--- src/design/coproc_cfg_pkg.sv ---
// Sizes are fixed for eight slots of up to eleven 16-bit coefficients and are not checked against each other
`default_nettype none

package coproc_cfg_pkg;

	// One coefficient word as it arrives from the host
	localparam int coef_width = 16;

	// Slot layout of the coefficient memory
	localparam int slot_count = 8;
	localparam int slot_stride = 11;
	localparam int max_degree = 10;
	localparam int s_depth = slot_count * slot_stride;

	// Field widths, sized for the values above
	localparam int slot_w = 3;
	localparam int degree_w = 5;
	localparam int s_addr_w = 7;

endpackage

`default_nettype wire

--- src/design/coproc_isa_pkg.sv ---
// Only the STP and RDC opcodes exist here and status codes are the full 32-bit response word
`default_nettype none

package coproc_isa_pkg;

	// Result and status words both travel at this width
	localparam int resp_w = 32;

	// Command opcodes accepted by the engine
	typedef enum logic [0:0] {
		op_stp = 1'b0,
		op_rdc = 1'b1
	} opcode_t;

	// Status codes returned with every response
	typedef enum logic [resp_w-1:0] {
		st_ok = 32'd0,
		st_bad_degree = 32'd2,
		st_bad_index = 32'd3
	} status_t;

endpackage

`default_nettype wire

--- src/design/coef_bank.sv ---
// Reads return one cycle after the address and a slot reads as loaded only after its first degree write
`timescale 1ns/1ps
`default_nettype none

module coef_bank (
	input  wire logic clk,
	input  wire logic rst,
	input  wire logic s_we,
	input  wire logic [coproc_cfg_pkg::s_addr_w-1:0] s_addr,
	input  wire logic [coproc_cfg_pkg::coef_width-1:0] s_wdata,
	input  wire logic deg_we,
	input  wire logic [coproc_cfg_pkg::slot_w-1:0] deg_slot,
	input  wire logic [coproc_cfg_pkg::degree_w-1:0] deg_value,
	input  wire logic [coproc_cfg_pkg::slot_w-1:0] rd_slot,
	input  wire logic [coproc_cfg_pkg::s_addr_w-1:0] rd_addr,
	output logic [coproc_cfg_pkg::coef_width-1:0] s_rdata,
	output logic [coproc_cfg_pkg::degree_w-1:0] deg_rdata,
	output logic slot_loaded
);
	import coproc_cfg_pkg::*;

	// Coefficient memory S, slot A starts at word A*11
	logic [coef_width-1:0] s_mem [s_depth];
	logic [degree_w-1:0] deg_mem [slot_count];
	logic [slot_count-1:0] loaded;

	// Memories and read data carry no reset
	always_ff @(posedge clk)
	begin
		if (s_we)
			s_mem[s_addr] <= s_wdata;
		if (deg_we)
			deg_mem[deg_slot] <= deg_value;
		s_rdata <= s_mem[rd_addr];
		deg_rdata <= deg_mem[rd_slot];
	end

	// The loaded flags mark which slots hold a valid degree
	always_ff @(posedge clk or negedge rst)
	begin
		if (!rst)
		begin
			loaded <= '0;
			slot_loaded <= 1'b0;
		end
		else
		begin
			if (deg_we)
				loaded[deg_slot] <= 1'b1;
			slot_loaded <= loaded[rd_slot];
		end
	end

endmodule

`default_nettype wire

--- src/design/data_buffer.sv ---
// Host must hold data credits before sending since a write into a full buffer is dropped
`timescale 1ns/1ps
`default_nettype none

module data_buffer #(
	parameter int data_depth = 16
) (
	input  wire logic clk,
	input  wire logic rst,
	input  wire logic data_valid,
	input  wire logic [coproc_cfg_pkg::coef_width-1:0] data_word,
	input  wire logic buf_pop,
	output logic [coproc_cfg_pkg::coef_width-1:0] buf_word,
	output logic [$clog2(data_depth+1)-1:0] buf_count,
	output logic data_credit
);
	import coproc_cfg_pkg::*;

	localparam int ptr_w = $clog2(data_depth);
	localparam int cnt_w = $clog2(data_depth + 1);

	logic [coef_width-1:0] mem [data_depth];
	logic [ptr_w-1:0] head;
	logic [ptr_w-1:0] tail;
	logic wr_ok;
	logic rd_ok;

	// A write is only taken while a slot is free, and a pop only while a word is held
	assign wr_ok = data_valid && (buf_count != cnt_w'(data_depth));
	assign rd_ok = buf_pop && (buf_count != '0);

	// The head entry is visible without a read cycle
	assign buf_word = mem[head];

	always_ff @(posedge clk)
	begin
		if (wr_ok)
			mem[tail] <= data_word;
	end

	always_ff @(posedge clk or negedge rst)
	begin
		if (!rst)
		begin
			head <= '0;
			tail <= '0;
			buf_count <= '0;
			data_credit <= 1'b0;
		end
		else
		begin
			if (wr_ok)
				tail <= (tail == ptr_w'(data_depth - 1)) ? '0 : tail + 1'b1;
			if (rd_ok)
				head <= (head == ptr_w'(data_depth - 1)) ? '0 : head + 1'b1;
			// Occupancy moves by one at most, both sides on the same edge cancel
			case ({wr_ok, rd_ok})
				2'b10: buf_count <= buf_count + 1'b1;
				2'b01: buf_count <= buf_count - 1'b1;
				default: buf_count <= buf_count;
			endcase
			// Each popped word frees one slot, so one credit goes back a cycle later
			data_credit <= rd_ok;
		end
	end

endmodule

`default_nettype wire

--- src/design/poly_coproc_top.sv ---
// Buffer depths are set here and the host starts with data_depth data credits
`timescale 1ns/1ps
`default_nettype none

module poly_coproc_top #(
	parameter int data_depth = 16,
	parameter int resp_depth = 4,
	parameter int resp_credits = 2
) (
	input  wire logic clk,
	input  wire logic rst,
	input  wire logic data_valid,
	input  wire logic [coproc_cfg_pkg::coef_width-1:0] data_word,
	output logic data_credit,
	input  wire logic cmd_valid,
	input  coproc_isa_pkg::opcode_t cmd_op,
	input  wire logic [coproc_cfg_pkg::slot_w-1:0] cmd_a,
	input  wire logic [coproc_cfg_pkg::degree_w-1:0] cmd_n,
	output logic cmd_ready,
	input  wire logic resp_credit,
	output logic resp_valid,
	output logic [coproc_isa_pkg::resp_w-1:0] resp_result,
	output logic [coproc_isa_pkg::resp_w-1:0] resp_status
);
	import coproc_cfg_pkg::*;
	import coproc_isa_pkg::*;

	// Buffer to engine
	logic [$clog2(data_depth+1)-1:0] buf_count;
	logic [coef_width-1:0] buf_word;
	logic buf_pop;

	// Engine to bank
	logic s_we;
	logic [s_addr_w-1:0] s_addr;
	logic [coef_width-1:0] s_wdata;
	logic deg_we;
	logic [slot_w-1:0] deg_slot;
	logic [degree_w-1:0] deg_value;
	logic [slot_w-1:0] rd_slot;
	logic [s_addr_w-1:0] rd_addr;
	logic [coef_width-1:0] s_rdata;
	logic [degree_w-1:0] deg_rdata;
	logic slot_loaded;

	// Engine to queue
	logic resp_space;
	logic resp_push;
	logic [resp_w-1:0] push_result;
	logic [resp_w-1:0] push_status;

	data_buffer #(.data_depth(data_depth)) u_data_buffer (.*);

	coef_bank u_coef_bank (.*);

	stp_engine #(.data_depth(data_depth)) u_stp_engine (.*);

	resp_queue #(.resp_depth(resp_depth), .resp_credits(resp_credits)) u_resp_queue (.*);

endmodule

`default_nettype wire

--- src/design/resp_queue.sv ---
// Host must return one credit per consumed entry and never more than resp_credits in total
`timescale 1ns/1ps
`default_nettype none

module resp_queue #(
	parameter int resp_depth = 4,
	parameter int resp_credits = 2
) (
	input  wire logic clk,
	input  wire logic rst,
	input  wire logic resp_push,
	input  wire logic [coproc_isa_pkg::resp_w-1:0] push_result,
	input  wire logic [coproc_isa_pkg::resp_w-1:0] push_status,
	input  wire logic resp_credit,
	output logic resp_space,
	output logic resp_valid,
	output logic [coproc_isa_pkg::resp_w-1:0] resp_result,
	output logic [coproc_isa_pkg::resp_w-1:0] resp_status
);
	import coproc_isa_pkg::*;

	localparam int ptr_w = (resp_depth > 1) ? $clog2(resp_depth) : 1;
	localparam int cnt_w = $clog2(resp_depth + 1);
	localparam int crd_w = $clog2(resp_credits + 1);

	logic [resp_w-1:0] res_mem [resp_depth];
	logic [resp_w-1:0] stat_mem [resp_depth];
	logic [ptr_w-1:0] head;
	logic [ptr_w-1:0] tail;
	logic [cnt_w-1:0] count;
	logic [crd_w-1:0] credits;
	logic push_ok;
	logic send;

	assign resp_space = (count != cnt_w'(resp_depth));
	assign push_ok = resp_push && resp_space;
	// An entry leaves only while the host has room for it
	assign send = (count != '0) && (credits != '0);

	always_ff @(posedge clk)
	begin
		if (push_ok)
		begin
			res_mem[tail] <= push_result;
			stat_mem[tail] <= push_status;
		end
		if (send)
		begin
			resp_result <= res_mem[head];
			resp_status <= stat_mem[head];
		end
	end

	always_ff @(posedge clk or negedge rst)
	begin
		if (!rst)
		begin
			head <= '0;
			tail <= '0;
			count <= '0;
			credits <= crd_w'(resp_credits);
			resp_valid <= 1'b0;
		end
		else
		begin
			if (push_ok)
				tail <= (tail == ptr_w'(resp_depth - 1)) ? '0 : tail + 1'b1;
			if (send)
				head <= (head == ptr_w'(resp_depth - 1)) ? '0 : head + 1'b1;
			count <= count + cnt_w'(push_ok) - cnt_w'(send);
			credits <= credits + crd_w'(resp_credit) - crd_w'(send);
			resp_valid <= send;
		end
	end

endmodule

`default_nettype wire

--- src/design/stp_engine.sv ---
// One command at a time and STP stalls without timeout while the data buffer is empty
`timescale 1ns/1ps
`default_nettype none

module stp_engine #(
	parameter int data_depth = 16
) (
	input  wire logic clk,
	input  wire logic rst,
	input  wire logic cmd_valid,
	input  coproc_isa_pkg::opcode_t cmd_op,
	input  wire logic [coproc_cfg_pkg::slot_w-1:0] cmd_a,
	input  wire logic [coproc_cfg_pkg::degree_w-1:0] cmd_n,
	output logic cmd_ready,
	input  wire logic [$clog2(data_depth+1)-1:0] buf_count,
	input  wire logic [coproc_cfg_pkg::coef_width-1:0] buf_word,
	output logic buf_pop,
	output logic s_we,
	output logic [coproc_cfg_pkg::s_addr_w-1:0] s_addr,
	output logic [coproc_cfg_pkg::coef_width-1:0] s_wdata,
	output logic deg_we,
	output logic [coproc_cfg_pkg::slot_w-1:0] deg_slot,
	output logic [coproc_cfg_pkg::degree_w-1:0] deg_value,
	output logic [coproc_cfg_pkg::slot_w-1:0] rd_slot,
	output logic [coproc_cfg_pkg::s_addr_w-1:0] rd_addr,
	input  wire logic [coproc_cfg_pkg::coef_width-1:0] s_rdata,
	input  wire logic [coproc_cfg_pkg::degree_w-1:0] deg_rdata,
	input  wire logic slot_loaded,
	input  wire logic resp_space,
	output logic resp_push,
	output logic [coproc_isa_pkg::resp_w-1:0] push_result,
	output logic [coproc_isa_pkg::resp_w-1:0] push_status
);
	import coproc_cfg_pkg::*;
	import coproc_isa_pkg::*;

	typedef enum logic [2:0] {idle, check, load, write_degree, read_wait, respond} state_t;

	state_t state;
	opcode_t lat_op;
	logic [slot_w-1:0] lat_a;
	logic [degree_w-1:0] lat_n;
	logic [s_addr_w-1:0] slot_base;
	logic [s_addr_w-1:0] wr_addr;
	logic [degree_w-1:0] idx;
	logic n_bad;
	logic [resp_w-1:0] res_q;
	status_t stat_q;

	assign slot_base = s_addr_w'(lat_a) * s_addr_w'(slot_stride);
	assign n_bad = lat_n > degree_w'(max_degree);

	// Commands are taken only from idle
	assign cmd_ready = (state == idle);

	// In load one word moves per cycle that the buffer has one
	assign buf_pop = (state == load) && (buf_count != '0);
	assign s_we = buf_pop;
	assign s_addr = wr_addr;
	assign s_wdata = buf_word;
	assign deg_we = (state == write_degree);
	assign deg_slot = lat_a;
	assign deg_value = lat_n;

	// Out of range indices read the slot base so the address stays inside S
	assign rd_slot = lat_a;
	assign rd_addr = slot_base + (n_bad ? '0 : s_addr_w'(lat_n));

	assign resp_push = (state == respond) && resp_space;
	assign push_result = res_q;
	assign push_status = stat_q;

	always_ff @(posedge clk or negedge rst)
	begin
		if (!rst)
			state <= idle;
		else
			case (state)
				idle: if (cmd_valid) state <= check;
				check:
				begin
					if (lat_op == op_rdc)
						state <= read_wait;
					else if (n_bad)
						state <= respond;
					else
						state <= load;
				end
				// The last word is the one at index N
				load: if (buf_pop && idx == lat_n) state <= write_degree;
				write_degree: state <= respond;
				read_wait: state <= respond;
				respond: if (resp_space) state <= idle;
				default: state <= idle;
			endcase
	end

	// Command fields, write pointer and the response being built
	always_ff @(posedge clk)
	begin
		if (state == idle && cmd_valid)
		begin
			lat_op <= cmd_op;
			lat_a <= cmd_a;
			lat_n <= cmd_n;
		end
		if (state == check)
		begin
			wr_addr <= slot_base;
			idx <= '0;
			// A bad degree on STP is reported without touching the buffer
			res_q <= '0;
			stat_q <= st_bad_degree;
		end
		if (buf_pop)
		begin
			wr_addr <= wr_addr + 1'b1;
			idx <= idx + 1'b1;
		end
		if (state == write_degree)
		begin
			res_q <= resp_w'(1);
			stat_q <= st_ok;
		end
		// Bank outputs belong to the address driven during check
		if (state == read_wait)
		begin
			if (!slot_loaded || lat_n > deg_rdata)
			begin
				res_q <= '0;
				stat_q <= st_bad_index;
			end
			else
			begin
				res_q <= resp_w'(s_rdata);
				stat_q <= st_ok;
			end
		end
	end

endmodule

`default_nettype wire

--- config.mk ---
export PLATFORM = sky130hd
export DESIGN_NAME = poly_coproc_top
export DESIGN_NICKNAME = d
export VERILOG_FILES = /design/src/design/coproc_cfg_pkg.sv /design/src/design/coproc_isa_pkg.sv /design/src/design/coef_bank.sv /design/src/design/data_buffer.sv /design/src/design/poly_coproc_top.sv /design/src/design/resp_queue.sv /design/src/design/stp_engine.sv
export SDC_FILE = /design/constraint.sdc
export NUM_CORES = 2
export LEC_CHECK = 0
export BUFFER_PORTS_ARGS = -buffer_cell sky130_fd_sc_hd__buf_2
export CAP_MARGIN = 40
export CELL_PAD_IN_SITES_DETAIL_PLACEMENT = 0
export CELL_PAD_IN_SITES_GLOBAL_PLACEMENT = 1
export CORE_UTILIZATION = 40
export CTS_BUF_LIST = sky130_fd_sc_hd__clkbuf_2 sky130_fd_sc_hd__clkbuf_4 sky130_fd_sc_hd__clkbuf_8
export DETAILED_ROUTE_END_ITERATION = 7
export PLACE_DENSITY = 0.6
export SLEW_MARGIN = 15
export SYNTH_ARGS = -nofsm -noshare
export SYNTH_HDL_FRONTEND = slang
export SYNTH_SLANG_ARGS = --single-unit
--- constraint.sdc ---
create_clock -name clk -period 3.7 [get_ports clk]
set_clock_uncertainty 0.05 [all_clocks]
set_input_delay 0.185 -clock clk [delete_from_list [all_inputs] [get_ports clk]]
set_output_delay 0.185 -clock clk [all_outputs]
set_load 0.01 [all_outputs]
==> results.md <==
* Mapped cell area at 0.0735 sq mm
* Share of layout cells above drive strength 1 at 37.9%
* Total CTS buffers at 321
* Worst Hold Class: primary input to flip-flop
* Final wirelength at 182000 um
* Worst-path clk slew at 60 ps
* Initial antenna violation count at 7
* Placer's final routability congestion estimate at 0.778
* Post-route ant nets at 0
* Total GRT Usage at 19.6%
* Most numerous cell in the Yosys netlist: edfxtp_1
* PortBufs at 50
* Die footprint at 0.186 sq mm
* Cell accounting for the most synthesized area: edfxtp_1
* Worst vdd ir at 0.523 mV
* DR iter-0 viols at 3342
* Synth Area in Adders at 0.773%
* Final hold vios at 0
* Period utilization at 110%
* RSZ-0062 raised after global routing: true
* Nets at 4185
* Synth warnings at 0
* Ports at 97
* Tightest Pin Transition at 776 ps
* Mux cell area share after synthesis at 16.4%
* Pwr/cell area at 913 mW/mm^2
* Clock root buffer: clkbuf_8
* Worst EP arrival at 4890 ps
* Syn Area/Cell at 21.5 sq um
* CTS tree: done
* Register area share after synthesis at 76.7%
* Endpoints failing setup at 15
* Synth top cells by count: 1833 x edfxtp_1, 463 x mux4_2, 135 x nor2_1
* Top FF cell, synth: edfxtp_1
* Vias in the first global route at 37.1k
* Number of remaining DRC errors at 0
* Synth top area share at 74.9%
* Core area at 0.182 sq mm
* #FFs+latches synth at 1890
* FMAX at 247 MHz
* Via count at 36.0k
* Req. time, crit path at 4530 ps
* Clk_lat worst skew at 1000 ps
* Largest net degree at the start of global routing at 89
* Status: finished with violations
* Die height at 431 um
* Compound-Gate Fraction of Synth Area at 1.80%
* Setup crit end kind: flip-flop
* Wire per inst at 26.7 um
* CTS Buffer Depth at 4
* Post-Syn Instances at 3415
* DR pass1 iterations at 5
* Top cells by area, synth: edfxtp_1 75%, mux4_2 14%, dfrtp_1 1.2%
* Simple-gate share of the synthesized area at 2.38%
* Critical Path Fanout Max at 5
* Failing checks: setup timing
* Distinct cells, synth at 50
* Pleak at 0.0291 uW
* Rel. slew slack at 48.3%
* Initial Util at 40.5%
* Worst Hold Slack at 109 ps
* Std cell rows at 156
* Vias per cell at 5.29
* Clock period minus worst slack at 4050 ps
* Pwr Total at 80400 uW
* Reg2Reg Depth at 20
* First-pass GRT wire length at 262000 um
* Total grt overflow at 0
* Reported max-cap violation count at 0
* Clock Sinks at 1890
* Max Slew Vio Count at 0
* Setup Crit Path Kind: flip-flop to flip-flop
* Main combinational cell family by area after synthesis: multiplexers
* Setup slack after layout at -355 ps
* CTS HTree Levels at 5
* CP Launch Type: flip-flop
* Hold Crit Depth at 2
* Die X at 431 um
* Hpwl dp at 103000 um
* Area Overhead vs Synth at 19.8%
* Post-synth EDFFs at 1833
* Post-synth ARST share at 1.90%
* Post-Synth XOR/XNOR Area at 0.356%
cells in the final DEF (no fill, tap or decap), drive strengths merged, types with 47 or more instances in the layout:
cell type and instances:
dlygate4sd3 55, edfxtp 1833, nor2 136, buf 482, mux2 76, conb 47
mux4 463, mux2i 80, o211ai 90, o21ai 52, nand2 122, clkbuf 449
clkinv 99
layer usage:
layer | vias to the layer above | global-route usage, % | share of wire (%)
li1 | 15500 | - | -
met1 | 19100 | 27.9 | 44
met2 | 1129 | 31.1 | 48
met3 | 326 | 3.26 | 5.7
met4 | 2 | 5.80 | 2.6
met5 | - | 0 | 0.0072
state kept, by name, indices dropped and copies added, names as in the netlist, 3 cells and up:
name	count
u_coef_bank.s_mem	1408
u_data_buffer.mem	256
u_resp_queue.res_mem	64
u_coef_bank.deg_mem	40
u_coef_bank.s_rdata	16
u_resp_queue.resp_result	16
u_stp_engine.push_result	16
u_coef_bank.loaded	8
u_resp_queue.stat_mem	8
u_stp_engine.s_addr	7
u_coef_bank.deg_rdata	5
u_data_buffer.buf_count	5
u_stp_engine.deg_value	5
u_stp_engine.idx	5
u_data_buffer.head	4
u_data_buffer.tail	4
u_resp_queue.count	3
u_stp_engine.deg_slot	3
u_stp_engine.state	3
final cells by class:
type                       instances  area (sq um)
clock buffer                     443          5470
sequential                      1890         56400
inverter                          26           103
fill                           14900         93600
clock inverter                   106           528
antenna                            8          20.0
timing repair buffer             550          5870
multi-input combinational       1323         16700
tap                             2449          3060
critical path, cell delays in order (launching register included):
cell      delay (ps)
edfxtp_1         380
a21o_1           220
a21oi_4          180
and2_4           180
ha_4             120
inv_2             30
fa_4             460
xnor2_4          210
buf_12           160
buf_16           160
buf_16           150
buf_12           120
mux4_2           500
mux2i_1          160
buf_4            150
nand2_2           50
o21ai_2           70
buf_6            120
o211ai_1         120
buf_4            190
and3_4           140
final timing paths:
kind,from,end,slack (ps)
max,u_stp_engine.deg_value[0]$_DFFE_PP_,u_coef_bank.s_rdata[13]$_DFF_P_,-350
min,data_word[13],u_data_buffer.mem[14][13]$_DFFE_PP_,110
max reg2reg,u_stp_engine.deg_value[0]$_DFFE_PP_,u_coef_bank.s_rdata[13]$_DFF_P_,-350
min reg2reg,u_coef_bank.loaded[1]$_DFFE_PN0P_,u_coef_bank.loaded[1]$_DFFE_PN0P_,410
max in group asynchronous,rst,u_resp_queue.credits[1]$_DFF_PN1_,3080
min in group asynchronous,rst,u_resp_queue.count[1]$_DFF_PN0_,300
report_power, final:
group | internal [uW] | leakage [uW] | switching, uW
sequential | 28200 | 0.0172 | 805
combinational | 15400 | 0.00875 | 18200
clock | 9700 | 0.00318 | 8090
per-stage QoR:
| stage | util (%) | setup slack (ps) | instances | cell area (sq um) | TNS (ps) |
|---|---|---|---|---|---|
| final | 48.5 | -355 | 6795 | 88100 | -4850 |
| after global routing | 48.5 | -512 | 6790 | 88100 | -7300 |
| after CTS | 48.3 | -429 | 6769 | 87700 | -5770 |
| after detailed placement | 44.1 | -667 | 6130 | 80200 | -8900 |
| after global placement | 43.9 | -666 | 6106 | 79800 | -9020 |
| after floorplan | - | -2.07 | 3461 | 73800 | -22.6 |
what timing repair did:
item | in CTS | in global routing
endpoints found under the setup margin | 16 | 16
pin swaps | 20 | 7
hold endpoints to repair | 321 | 0
hold buffers | 55 | 0
buffers inserted | 22 | 11
resized for setup | 78 | 49
gates cloned | 14 | 6
logic make-up after synthesis:
family	count (synthesis)
xor gates and xnor gates	29
other	1
muxes	619
buffers and inverters	248
AOI/OAI and AO/OA	202
DFF	1890
and+or+nand+nor	383
adders and majority gates	43
Note: power is estimated with default switching activity, not from simulation.
